--- src/rtl/mapper_pkg.sv ---
package mapper_pkg;

    localparam int NUM_REGIONS = 8;

    // host register map in byte addresses
    localparam logic [4:0] REG_CTRL    = 5'd2;  // bit 0 reset req, bit 1 halt req
    localparam logic [4:0] REG_SND     = 5'd3;  // host to sound cpu
    localparam logic [4:0] REG_IPL     = 5'd4;
    localparam logic [4:0] REG_REGION0 = 5'd16; // config at 16+2i, base at 17+2i

    // active-low interrupt levels
    localparam logic [2:0] IPL_IDLE   = 3'd7;   // no interrupt
    localparam logic [2:0] IPL_VBLANK = 3'd3;   // level 4

    // how many top address bits take part in the compare
    typedef enum logic [1:0] {
        SIZE_64K  = 2'd0,   // 23:16
        SIZE_128K = 2'd1,   // 23:17
        SIZE_512K = 2'd2,   // 23:19
        SIZE_2M   = 2'd3    // 23:21
    } size_e;

    typedef enum logic [1:0] {
        DTACK_1   = 2'd0,
        DTACK_2   = 2'd1,
        DTACK_3   = 2'd2,
        DTACK_EXT = 2'd3    // wait for the external ack pin
    } dtack_e;

    typedef struct packed {
        logic [7:0] base;
        dtack_e     dtack;  // config byte bits 3:2
        size_e      size;   // config byte bits 1:0
    } region_cfg_t;

    // single-cycle host strobes
    typedef struct packed {
        logic       wr;
        logic       rd;
        logic [4:0] addr;
        logic [7:0] data;
    } host_req_t;

    typedef struct packed {
        logic [23:1] addr;  // word address
        logic        as_n;
        logic [2:0]  fc;
    } cpu_bus_t;

endpackage

--- src/rtl/dtack_gen.sv ---
`timescale 1ns/1ps

module dtack_gen (
    input  logic               clk,
    input  logic               rst,
    input  logic               as_n,
    input  mapper_pkg::dtack_e dtack_mode,
    input  logic               ext_dack_n,
    output logic               dtack_n
);

    logic [1:0] wait_cnt;   // edges already seen with as_n low

    always_ff @(posedge clk) begin
        if (rst) begin
            wait_cnt <= 2'd0;
            dtack_n  <= 1'b1;
        end else if (as_n) begin
            wait_cnt <= 2'd0;   // bus cycle over
            dtack_n  <= 1'b1;
        end else begin
            if (wait_cnt != 2'd3) begin
                wait_cnt <= wait_cnt + 2'd1;   // saturates
            end
            if (dtack_mode == mapper_pkg::DTACK_EXT) begin
                if (!ext_dack_n) begin
                    dtack_n <= 1'b0;
                end
            end else if (wait_cnt >= 2'(dtack_mode)) begin
                // DTACK_1 fires on the first low edge, DTACK_3 two edges later
                dtack_n <= 1'b0;
            end
        end
    end

endmodule

--- src/rtl/irq_ctrl.sv ---
`timescale 1ns/1ps

module irq_ctrl (
    input  logic       clk,
    input  logic       rst,
    input  logic       vint,
    input  logic       as_n,
    input  logic [2:0] fc,
    input  logic [2:0] ipl_prog,
    output logic [2:0] ipl_n,
    output logic       vpa_n,
    output logic       int_ack
);

    logic vint_l;       // previous vint sample
    logic vb_pending;

    // fc 7 with as_n low is an interrupt acknowledge cycle
    assign int_ack = ~as_n & (&fc);
    assign vpa_n   = ~int_ack;   // autovector

    always_ff @(posedge clk) begin
        vint_l <= vint;
    end

    always_ff @(posedge clk) begin
        if (rst) begin
            vb_pending <= 1'b0;
        end else if (int_ack) begin
            vb_pending <= 1'b0;     // ack wins over a new edge
        end else if (vint && !vint_l) begin
            vb_pending <= 1'b1;
        end
    end

    // vblank overrides the host level
    assign ipl_n = vb_pending ? mapper_pkg::IPL_VBLANK : ipl_prog;

endmodule

--- src/rtl/mapper_regs.sv ---
`timescale 1ns/1ps

module mapper_regs (
    input  logic                                                   clk,
    input  logic                                                   rst,
    input  mapper_pkg::host_req_t                                  host,
    input  logic                                                   snd_wr,
    input  logic [7:0]                                             snd_din,
    input  logic                                                   snd_rd,
    input  logic                                                   int_ack,
    output logic [7:0]                                             host_dout,
    output logic [7:0]                                             snd_dout,
    output logic                                                   snd_full,
    output logic                                                   snd_intn,
    output mapper_pkg::region_cfg_t [mapper_pkg::NUM_REGIONS-1:0]  region_cfg,
    output logic [2:0]                                             ipl_prog,
    output logic                                                   cpu_rst,
    output logic                                                   cpu_halt_n
);

    logic [7:0] mmr [0:31];
    logic [7:0] snd_latch;  // byte from the sound cpu
    logic [7:0] status;
    logic       host_snd_wr;
    logic       host_snd_rd;

    assign host_snd_wr = host.wr && host.addr == mapper_pkg::REG_SND;
    assign host_snd_rd = host.rd && host.addr == mapper_pkg::REG_SND;

    always_ff @(posedge clk) begin
        if (rst) begin
            for (int i = 0; i < 32; i++) begin
                mmr[i] <= (i == mapper_pkg::REG_IPL) ? {5'd0, mapper_pkg::IPL_IDLE} : 8'd0;
            end
        end else begin
            if (host.wr) begin
                mmr[host.addr] <= host.data;
            end
            // acknowledge drops the programmed level back to idle
            if (int_ack) begin
                mmr[mapper_pkg::REG_IPL][2:0] <= mapper_pkg::IPL_IDLE;
            end
        end
    end

    // sound mailbox
    always_ff @(posedge clk) begin
        if (rst) begin
            snd_full  <= 1'b0;
            snd_intn  <= 1'b1;
            snd_latch <= 8'd0;
        end else begin
            if (host_snd_wr) begin
                snd_full <= 1'b1;   // set beats a same-cycle snd_rd
            end else if (snd_rd) begin
                snd_full <= 1'b0;
            end
            if (snd_wr) begin
                snd_latch <= snd_din;
                snd_intn  <= 1'b0;
            end
            if (host_snd_rd) begin
                snd_intn <= 1'b1;   // host has taken the byte
            end
        end
    end

    assign snd_dout = mmr[mapper_pkg::REG_SND];

    assign status = {snd_full, snd_intn, cpu_rst, cpu_halt_n, 1'b0, ipl_prog};

    // readback valid the cycle after rd
    always_ff @(posedge clk) begin
        if (rst) begin
            host_dout <= 8'd0;
        end else if (host.rd) begin
            case (host.addr)
                mapper_pkg::REG_CTRL: host_dout <= status;
                mapper_pkg::REG_SND:  host_dout <= snd_latch;
                default:              host_dout <= mmr[host.addr];
            endcase
        end
    end

    for (genvar i = 0; i < mapper_pkg::NUM_REGIONS; i++) begin : g_region
        localparam int CFG_ADDR = mapper_pkg::REG_REGION0 + 2 * i;

        assign region_cfg[i] = '{
            base:  mmr[CFG_ADDR + 1],
            dtack: mapper_pkg::dtack_e'(mmr[CFG_ADDR][3:2]),
            size:  mapper_pkg::size_e'(mmr[CFG_ADDR][1:0])
        };
    end

    assign ipl_prog = mmr[mapper_pkg::REG_IPL][2:0];

    // held through reset and one cycle past it
    always_ff @(posedge clk) begin
        cpu_rst <= rst | mmr[mapper_pkg::REG_CTRL][0];
    end

    assign cpu_halt_n = ~mmr[mapper_pkg::REG_CTRL][1];

endmodule

--- src/rtl/mapper_top.sv ---
`timescale 1ns/1ps

module mapper_top (
    input  logic                                clk,
    input  logic                                rst,
    input  mapper_pkg::host_req_t               host,
    input  mapper_pkg::cpu_bus_t                cpu,
    input  logic                                ext_dack_n,
    input  logic                                vint,
    input  logic                                snd_wr,
    input  logic [7:0]                          snd_din,
    input  logic                                snd_rd,
    output logic [7:0]                          host_dout,
    output logic [mapper_pkg::NUM_REGIONS-1:0]  active,
    output logic                                dtack_n,
    output logic [2:0]                          ipl_n,
    output logic                                vpa_n,
    output logic [7:0]                          snd_dout,
    output logic                                snd_full,
    output logic                                snd_intn,
    output logic                                cpu_rst,
    output logic                                cpu_halt_n
);

    mapper_pkg::region_cfg_t [mapper_pkg::NUM_REGIONS-1:0] region_cfg;
    mapper_pkg::dtack_e                                    dtack_mode;
    logic                                                  int_ack;
    logic [2:0]                                            ipl_prog;

    mapper_regs u_regs (
        .clk        (clk),
        .rst        (rst),
        .host       (host),
        .snd_wr     (snd_wr),
        .snd_din    (snd_din),
        .snd_rd     (snd_rd),
        .int_ack    (int_ack),
        .host_dout  (host_dout),
        .snd_dout   (snd_dout),
        .snd_full   (snd_full),
        .snd_intn   (snd_intn),
        .region_cfg (region_cfg),
        .ipl_prog   (ipl_prog),
        .cpu_rst    (cpu_rst),
        .cpu_halt_n (cpu_halt_n)
    );

    region_decode u_decode (
        .cpu        (cpu),
        .region_cfg (region_cfg),
        .int_ack    (int_ack),
        .active     (active),
        .dtack_mode (dtack_mode)
    );

    dtack_gen u_dtack (
        .clk        (clk),
        .rst        (rst),
        .as_n       (cpu.as_n),
        .dtack_mode (dtack_mode),
        .ext_dack_n (ext_dack_n),
        .dtack_n    (dtack_n)
    );

    irq_ctrl u_irq (
        .clk      (clk),
        .rst      (rst),
        .vint     (vint),
        .as_n     (cpu.as_n),
        .fc       (cpu.fc),
        .ipl_prog (ipl_prog),
        .ipl_n    (ipl_n),
        .vpa_n    (vpa_n),
        .int_ack  (int_ack)
    );

endmodule

--- src/rtl/region_decode.sv ---
`timescale 1ns/1ps

module region_decode (
    input  mapper_pkg::cpu_bus_t                                  cpu,
    input  mapper_pkg::region_cfg_t [mapper_pkg::NUM_REGIONS-1:0] region_cfg,
    input  logic                                                  int_ack,
    output logic [mapper_pkg::NUM_REGIONS-1:0]                    active,
    output mapper_pkg::dtack_e                                    dtack_mode
);

    logic [mapper_pkg::NUM_REGIONS-1:0] hit;

    // per-region compare, width set by the size code
    always_comb begin
        for (int i = 0; i < mapper_pkg::NUM_REGIONS; i++) begin
            hit[i] = 1'b0;
            case (region_cfg[i].size)
                mapper_pkg::SIZE_64K:  hit[i] = cpu.addr[23:16] == region_cfg[i].base;
                mapper_pkg::SIZE_128K: hit[i] = cpu.addr[23:17] == region_cfg[i].base[7:1];
                mapper_pkg::SIZE_512K: hit[i] = cpu.addr[23:19] == region_cfg[i].base[7:3];
                mapper_pkg::SIZE_2M:   hit[i] = cpu.addr[23:21] == region_cfg[i].base[7:5];
                default:               hit[i] = 1'b0;
            endcase
        end
    end

    always_comb begin
        active     = '0;
        dtack_mode = mapper_pkg::DTACK_1;
        // scan downwards so region 0 has the last word
        for (int i = mapper_pkg::NUM_REGIONS - 1; i >= 0; i--) begin
            if (hit[i]) begin
                active     = '0;
                active[i]  = 1'b1;
                dtack_mode = region_cfg[i].dtack;
            end
        end
        if (int_ack) begin
            active     = '0;    // no memory cycle during irq ack
            dtack_mode = mapper_pkg::DTACK_1;
        end
    end

endmodule
--- config.mk ---
export PLATFORM = sky130hd
export DESIGN_NAME = mapper_top
export DESIGN_NICKNAME = d
export VERILOG_FILES = /design/src/rtl/mapper_pkg.sv /design/src/rtl/dtack_gen.sv /design/src/rtl/irq_ctrl.sv /design/src/rtl/mapper_regs.sv /design/src/rtl/mapper_top.sv /design/src/rtl/region_decode.sv
export SDC_FILE = /design/constraint.sdc
export NUM_CORES = 1
export LEC_CHECK = 0
export BUFFER_PORTS_ARGS = -buffer_cell sky130_fd_sc_hd__buf_4
export CAP_MARGIN = 20
export CORE_MARGIN = 8
export CORE_UTILIZATION = 56
export DETAILED_ROUTE_END_ITERATION = 12
export PLACE_DENSITY = 0.74
export SYNTH_ARGS = -nofsm -noshare
export SYNTH_HDL_FRONTEND = slang
export SYNTH_SLANG_ARGS = --single-unit
--- constraint.sdc ---
create_clock -name clk -period 4.93 [get_ports clk]
set_input_delay 0.493 -clock clk [delete_from_list [all_inputs] [get_ports clk]]
set_output_delay 0.493 -clock clk [all_outputs]
set_load 0.03 [all_outputs]
### Word-level counts from Yosys, hierarchy flattened

Memory sizes are Yosys's and may differ from the RTL's.
Cells that the tools add are included.
Widths: inputs -> output; s select.

* logic and storage cells: 151
* memories kept: 1
* input bits: 56
* output and inout bits: 33
* flip-flop bits (word level): 24
* RAM bits: 256

Memories
* u_regs.mmr: words 32, bits a word 8, read ports 20, clocked after memory_dff 0, wr ports 32, RTL line mapper_regs.sv:21 `logic [7:0] mmr [0:31];`

* eq/ne operators: 62
* bitwise operators: 12
* muxes and demuxes: 45
* reduce and logical (&&, ||, !) cells: 20
* add/sub/neg operators: 1
* $lt $le $gt $ge: 1

Operators by type and width (count)
* $mux 8: 10
* $eq 8x8->1: 8
* $eq 7x7->1: 8
* $eq 5x5->1: 8
* $eq 2x2->1 const B: 17
* $pmux 1 s4: 8
* $eq 3x3->1: 8
* $mux 2: 10
* $eq 2x1->1 const B: 8
* $logic_not 2->1: 8
* $pmux 8 s2: 1
* $mux 1: 13
* $eq 5x2->1 const B: 2
* $reduce_or 8->1: 1
* $mux 3: 2
* $reduce_or 2->1: 3
* $eq 5x5->1 const B: 1
* $mux 5: 1
* $not 1->1: 5
* $and 1x1->1: 4
* $ne 2x2->1 const B: 2
* $reduce_bool 2->1: 2
* $logic_and 1x1->1: 3
* $reduce_and 3->1: 1
* 6 further kinds: 7

### Longest topological paths before layout

Gate-level depths: netlist of the first run.
An unclocked memory read counts as a cell.

* depth in word-level cells: 15
* gate-level depth with buffers: 12
* depth with buffers taken out: 11

### Cells and area by module

A second synthesis of the first run with hierarchy kept.

* cell total of the unflattened synthesis: 1181
* area, all modules: 14928.1 um2

By module, submodules not included
* mapper_regs: area an instance 13481.7 um2, instances 1, sequential area each 8037.7 um2, cells an instance 1002
* region_decode: area an instance 1166.1 um2, instances 1, sequential area each 0.0 um2, cells an instance 152
* dtack_gen: area an instance 171.4 um2, instances 1, sequential area each 60.1 um2, cells an instance 17
* irq_ctrl: area an instance 108.9 um2, instances 1, sequential area each 40.0 um2, cells an instance 10

### Least setup slack after synthesis of the first run

Ideal clock, no wire load.

* path type: input-to-output
* start: input cpu[19] (netlist bit)
* end: output active[7] (netlist bit)
* arrival time: 2.366 ns
* required time: 4.437 ns
* slack: 2.071 ns
* cell stages on the path: 8
* path buffers: 1
* cells stage by stage: buf_6 xnor2_1 o211a_1 o211ai_1 nand4_1 nor2_1 nand2_1 nor3_1

* word-level cells in the longest chain between the ends: 11
* elaborated cells on any way between the ends: 25
* those cells by class: eq/ne: 8; mux: 17

RTL lines
* start: declaration: RTL line mapper_top.sv:7 `input mapper_pkg::cpu_bus_t cpu,`
* $eq 8x8->1: RTL line region_decode.sv:18 `mapper_pkg::SIZE_64K: hit[i] = cpu.addr[23:16] == region_cfg[i].base;`
* $pmux 1 s4: RTL line region_decode.sv:17 `case (region_cfg[i].size)`
* $mux 8 (7 in a row): RTL line region_decode.sv:32 `if (hit[i]) begin`
* $mux 8 (*): RTL line region_decode.sv:32
* $mux 8 (*): RTL line region_decode.sv:38 `if (int_ack) begin`
* end: declaration: RTL line mapper_top.sv:14 `output logic [mapper_pkg::NUM_REGIONS-1:0] active,`

Mark *: on every way between the ends. The rest lies on a longest branch, timed or not.

==> results by group, run 1 <==
Clock tree
  • TritonCTS clock tree: done
  • # Post-CTS Setup Buffers: 0
  • Clock Latency Late Sink: 0.56 ns
  • CTS root buffer: clkbuf_16
  • H-tree depth: 1
  • Num CTS Buffers: 30
  • Hold buffers post-CTS: 0
  • Clk pin slew, worst setup/hold paths: 0.06 ns
  • Clk sinks: 279
  • CTS resizes: 0
  • Bufs on Longest Clock Path: 3

Synth
  • Synth unique cells: 58
  • Synthesized instance count: 1063
  • Synth warn: 0
  • Share of the synthesized area in the top cell type: 53.8%
  • Area leader, netlist: edfxtp_1
  • Synth Area per Inst: 13.4 sq um
  • Xor/xnor share of the synthesized area: 4.05%
  • Post-Synth Simple-Gate Area: 18.7%
  • EDFF count, synth: 255
  • Synth Area in Compound Gates: 5.91%
  • Most common cell in the netlist: edfxtp_1
  • Asr flop ratio synth: 0%
  • Commonest cells in the synthesized netlist: edfxtp_1 (255), and2_1 (253), or2_2 (68)
  • Most common flop cell mapped by yosys: edfxtp_1
  • Dominant cells by area after synthesis: edfxtp_1 (54%), and2_1 (11%), mux4_2 (10%), dfxtp_1 (3.4%), or2_2 (3.0%)
  • Mux cell area share after synthesis: 11.2%
  • Synth Register Bits: 279
  • Cell area after synthesis: 0.0142 sq mm
  • Post-Synth Adder-Cell Area: 0.264%
  • Syn_nets: 1122
  • Main combinational cell family by area after synthesis: simple AND/OR/NAND/NOR gates
  • Sequential area share after synthesis: 57.1%

Route
  • DRC Markers: 0
  • Final antenna-violating net count: 0
  • Mean number of vias per cell: 6.08
  • Routed wire per std cell: 23.9 um
  • Via count: 8852
  • DR iter-0 viols: 993
  • 1st-pass router iterations: 6
  • Routed wire length: 34700 um

Power and ir drop
  • Max VDD drop: 259 uV
  • Seq pwr share: 50.4%
  • Leak pwr: 5.80 nW
  • Net Sw Frac: 23.6%
  • Pwr per Cell Area: 348 mW/mm^2
  • Pint: 4.22 mW
  • Switch Pwr: 1.30 mW
  • Clk pwr share: 39.2%
  • Comb pwr share: 10.4%

Critical path
  • Worst setup SP type: register
  • Worst Reg-to-Reg Cells: 10
  • Register-to-register setup slack: 1.91 ns
  • Reg-to-reg critical path startpoint: u_regs.mmr[23][0]
  • Crit Path Max Fanout: 6
  • Reg-to-Reg End: u_dtack.dtack_n
  • Critical path capture point type: output port
  • Worst EP arrival: 2.88 ns
  • Required @ worst endpoint: 4.44 ns
  • Kind of critical path: register to output port

Timing
  • Final Slew Violations: 0
  • Hold Vio Cnt, Final: 0
  • Tcrit/Tclk final: 68.5%
  • Setup tns final: 0 ns
  • Final setup viols: 0
  • RSZ-0062 raised after global routing: no
  • Worst slew pin tran: 0.939 ns
  • Worst clock skew: 0.0158 ns
  • Relative max-transition margin: 37.2%
  • Highest clock rate: 296 MHz
  • Min cycle time layout: 3.38 ns

Place
  • IO Port Bufs: 73
  • Post-DP HPWL: 24000 um
  • Placer congestion estimate: 0.832

Floorplan
  • Die height: 175 um
  • Starting Density: 56.7%
  • Row count: 58
  • Die Area: 0.0308 sq mm
  • Core box area: 0.0251 sq mm
  • I/O pin total: 89
  • Die extent in x: 175 um

Layout
  • Final core occ: 63.2%
  • Antenna Cells: 0
  • Final nets: 1161
  • Layout cells sized above 1: 23.9%
  • Area growth syn-to-layout: 11.4%

Job
  • MaxCap Viol Count: 0

GRT
  • Vias in the first global route: 8948
  • Initial antenna violation count: 0
  • M2 GR Usage: 36.5%
  • GRT Total Usage: 22.7%
  • Met3 usage: 4.79%
  • GRT overflow: 0
  • M1 GR Usage: 30.1%
  • First-pass GRT wire length: 53200 um
  • Largest net degree at the start of global routing: 66
  • Most used routing layer: met2

Min path
  • Worst hold-check path type: input pin to register
  • Hold path endpoint: u_irq.vint_l
  • Worst Hold Launch: vint
  • Hold path cells: 1

Status
  • Status: completed
-- routing by layer --
layer,wire length [um],up-vias
li1,-,3966
met1,14200,4440
met2,16500,372
met3,2920,74
met4,1090,0
met5,0,-
-- power by group through the flow --
| stage | sequential [mW] | clock, mW | combinational [mW] |
|---|---|---|---|
| after floorplan | 2.82 | 0 | 0.378 |
| after global placement | 2.82 | 0 | 0.564 |
| after detailed placement | 2.83 | 0 | 0.573 |
| after CTS | 2.78 | 2.17 | 0.577 |
| after global routing | 2.79 | 2.27 | 0.615 |
| final | 2.78 | 2.16 | 0.576 |
-- worst max-delay path by stage --
stage	start	to	slack, ns	depth (start not counted)
after global routing	u_regs.mmr[21][0]	active[7]	1.35	8
after detailed placement	cpu[19]	u_dtack.dtack_n	1.70	11
after floorplan	cpu[19]	active[7]	2.07	8
final	u_regs.mmr[21][0]	active[7]	1.55	8
after global placement	cpu[19]	u_dtack.dtack_n	1.76	11
after CTS	u_regs.mmr[21][0]	active[7]	1.53	8
-- cell type report --
class                      instances  area [sq um]
tap                              330           413
multi-input combinational        697          5710
fill                            1883          9240
sequential                       279          8140
inverter                          12          45.0
timing repair buffer              82           616
clock inverter                    11           114
clock buffer                      44           833
-- cell usage in the layout, fill, tap and decap left out, types with 10 or more instances in the layout --
master / instances
clkbuf_16: 30
nor3_1: 13
xnor2_1: 30
dfxtp_1: 24
nand2_1: 13
edfxtp_1: 255
xor2_1: 34
a22oi_1: 28
or2_2: 68
o211ai_1: 13
inv_1: 12
mux2i_1: 17
mux4_2: 63
buf_4: 82
and2_1: 253
clkbuf_1: 11
o211a_1: 11
o2111ai_1: 10
nor2_1: 52
-- sequential cells by signal, summed over array words and instances (netlist names) --
name              cells
u_irq.vb_pending      1
u_regs.snd_full       1
u_regs.mmr          255
u_regs.snd_intn       1
u_irq.vint_l          1
u_regs.cpu_rst        1
u_regs.snd_latch      8
u_dtack.dtack_n       1
u_regs.host_dout      8
u_dtack.wait_cnt      2
-- through the flow --
step                instances  instance area [sq um]  power [mW]  worst slack, ns  hold WS (ns)
global placement         1400                  14900        3.39             1.76         0.459
floorplan                1063                  14200        3.20             2.07         0.429
finish                   1455                  15900        5.52             1.55        0.0539
detailed placement       1400                  14900        3.40             1.70         0.468
CTS                      1455                  15900        5.53             1.53        0.0365
global route             1455                  15900        5.68             1.35        0.0338
-- logic make-up after synthesis --
kind of cell	count (synthesis)
flip-flops	279
adder cells (fa/ha/maj)	3
AO/OA/AOI/OAI	101
XOR/XNOR	65
multiplexers	80
AND/OR/NAND/NOR	448
buffers and inverters	87
-- worst max-delay path, cell delays in order (launching register included) --
cell,delay (ns)
edfxtp_1,0.41
xnor2_1,0.14
o211a_1,0.20
o211ai_1,0.59
nand4_1,0.34
nor2_1,0.21
nand2_1,0.07
nor3_1,0.18
buf_4,0.19
No activity file was read; power rests on OpenSTA's default activity.
==> inputs of run 2 (changes only) <==
--- a/config.mk
+++ b/config.mk
@@ -8,9 +8,9 @@
 export BUFFER_PORTS_ARGS = -buffer_cell sky130_fd_sc_hd__buf_4
 export CAP_MARGIN = 20
 export CORE_MARGIN = 8
-export CORE_UTILIZATION = 56
+export CORE_UTILIZATION = 55
 export DETAILED_ROUTE_END_ITERATION = 12
-export PLACE_DENSITY = 0.74
+export PLACE_DENSITY = 0.76
 export SYNTH_ARGS = -nofsm -noshare
 export SYNTH_HDL_FRONTEND = slang
 export SYNTH_SLANG_ARGS = --single-unit
==> constraint.sdc (replaced) <==
create_clock -name clk -period 3 [get_ports clk]
set_input_delay 0.3 -clock clk [delete_from_list [all_inputs] [get_ports clk]]
set_output_delay 0.3 -clock clk [all_outputs]
set_load 0.03 [all_outputs]
==> results by group, run 2 (same netlist as run 1, synthesis figures left out) <==
Critical path
  • Reg-to-reg critical path startpoint: u_regs.mmr[27][4]
  • Worst Reg-to-Reg Cells: 10
  • Worst EP arrival: 2.58 ns
  • Required @ worst endpoint: 2.70 ns
  • Critical path capture point type: output port
  • Worst setup SP type: register
  • Reg-to-Reg End: u_dtack.dtack_n
  • Crit Path Max Fanout: 4
  • Kind of critical path: register to output port
  • Register-to-register setup slack: 0.25 ns

Clock tree
  • Clk pin slew, worst setup/hold paths: 0.06 ns
  • Num CTS Buffers: 30
  • CTS root buffer: clkbuf_16
  • Bufs on Longest Clock Path: 3
  • Clk sinks: 279
  • TritonCTS clock tree: done
  • Clock Latency Late Sink: 0.57 ns
  • H-tree depth: 1

Floorplan
  • Die extent in x: 177 um
  • Row count: 59
  • I/O pin total: 89
  • Die height: 177 um
  • Starting Density: 55.3%
  • Die Area: 0.0313 sq mm
  • Core box area: 0.0258 sq mm

GRT
  • GRT Total Usage: 23.0%
  • Vias in the first global route: 9243
  • Largest net degree at the start of global routing: 56
  • Initial antenna violation count: 0
  • GRT overflow: 0
  • First-pass GRT wire length: 54500 um

Power and ir drop
  • Power, Total: 9.25 mW
  • Leak pwr: 6.04 nW
  • Max VDD drop: 489 uV
  • Pwr per Cell Area: 567 mW/mm^2

Min path
  • Worst hold-check path type: input pin to register
  • Worst Hold Launch: snd_rd
  • Hold path cells: 3
  • Hold path endpoint: u_regs.snd_full

Route
  • 1st-pass router iterations: 6
  • DRC Markers: 0
  • Final antenna-violating net count: 0
  • Via count: 9086
  • DRT met1 WL: 13900 um
  • DR iter-0 viols: 838
  • Routed wl met2: 18300 um
  • Met3 WL: 2840 um
  • Top layer in use: met4
  • Routed wire length: 36400 um
  • Routed wire per std cell: 24.2 um
  • Mean number of vias per cell: 6.04

Timing
  • Hold Vio Cnt, Final: 0
  • Highest clock rate: 348 MHz
  • Min cycle time layout: 2.88 ns
  • PnR worst setup slack: 0.123 ns
  • Worst slew pin tran: 0.772 ns
  • Tcrit/Tclk final: 95.9%
  • Final Slew Violations: 0
  • Relative max-transition margin: 48.5%
  • Hold slack: 0.0317 ns
  • Worst clock skew: 0.0299 ns
  • Final setup viols: 0

Place
  • Placed Cells: 1432
  • Dpl cell area: 0.0152 sq mm
  • Placer congestion estimate: 0.906
  • IO Port Bufs: 73
  • Post-DP HPWL: 24900 um
  • Setup WS pre-CTS: 0.195 ns

Layout
  • Area growth syn-to-layout: 14.6%
  • Non-Filler Instances: 1504
  • Antenna Cells: 0
  • Most common cell after layout, fill and taps aside: edfxtp_1
  • Layout cells sized above 1: 26.4%
  • Top reg by flops: u_regs.mmr
  • Final nets: 1204
  • Most frequent cells in the layout: edfxtp_1 (255), and2_1 (253), buf_4 (112), or2_2 (68), mux4_2 (63)
  • # fillers: 1891
  • Final instance area: 0.0163 sq mm
  • Top flop regs: u_regs.mmr (255), u_regs.host_dout (8), u_regs.snd_latch (8)
  • Max FFs per register: 255

Status
  • Status: completed

Job
  • MaxCap Viol Count: 0
[run 2: cell types whose count changed in the layout (fill, tap and decap cells not counted), moves of 2 or more]
cell / delta
buf_12: +2
nor3_2: +2
clkbuf_1: -4
dlygate4sd3_1: +10
nor3_1: -2
clkbuf_8: +3
buf_4: +30
[run 2: area by class of cell]
type,instances,area (sq um),share of cell area [%]
sequential,279,8140,49.9
multi-input combinational,697,5730,35.1
timing repair buffer,125,986,6.04
clock buffer,43,860,5.27
tap,335,419,2.57
clock inverter,13,144,0.882
inverter,12,45.0,0.276
[run 2: report_power, final]
part	internal (mW)	total, mW	switching (mW)
Clock	2.17	3.68	1.51
Sequential	4.45	4.57	0.119
Combinational	0.424	1.00	0.579
[run 2: repair_timing]
| item | in CTS | in global routing |
|---|---|---|
| gates resized for setup | 0 | 3 |
| setup buffers | 0 | 5 |
| endpoints found under the hold margin | 11 | 0 |
| endpoints found under the setup margin | 0 | 1 |
| hold buffers | 10 | 0 |
[run 2: per-stage QoR]
| stage | setup TNS [ns] | util [%] |
|---|---|---|
| after floorplan | 0 | - |
| after global placement | 0 | 58.8 |
| after detailed placement | 0 | 58.8 |
| after CTS | 0 | 63.1 |
| after global routing | -0.0357 | 63.3 |
| final | 0 | 63.3 |
[run 2: worst max path at each step]
stage,from,end,slack [ns],cells past startpoint
after floorplan,cpu[22],u_dtack.dtack_n,0.50,11
after global placement,cpu[22],u_dtack.dtack_n,0.23,11
after detailed placement,cpu[22],u_dtack.dtack_n,0.20,11
after CTS,u_regs.mmr[17][0],active[7],0.07,9
after global routing,u_regs.mmr[17][0],active[6],-0.02,9
final,u_regs.mmr[19][0],active[6],0.12,8
[run 2: critical path: stages, from the launching register on]
cell and delay [ns]:
edfxtp_1 0.41, xnor2_1 0.14, o211a_1 0.26, o211ai_1 0.34
nand4_1 0.24, nor2_1 0.18, buf_4 0.13, and3_2 0.17
buf_4 0.16
[run 2: per-layer routing]
metal | vias up | track usage [%]
met5 | - | 0
met4 | 0 | 8.72
met3 | 86 | 4.10
met2 | 415 | 39.9
met1 | 4531 | 28.3
li1 | 4054 | -
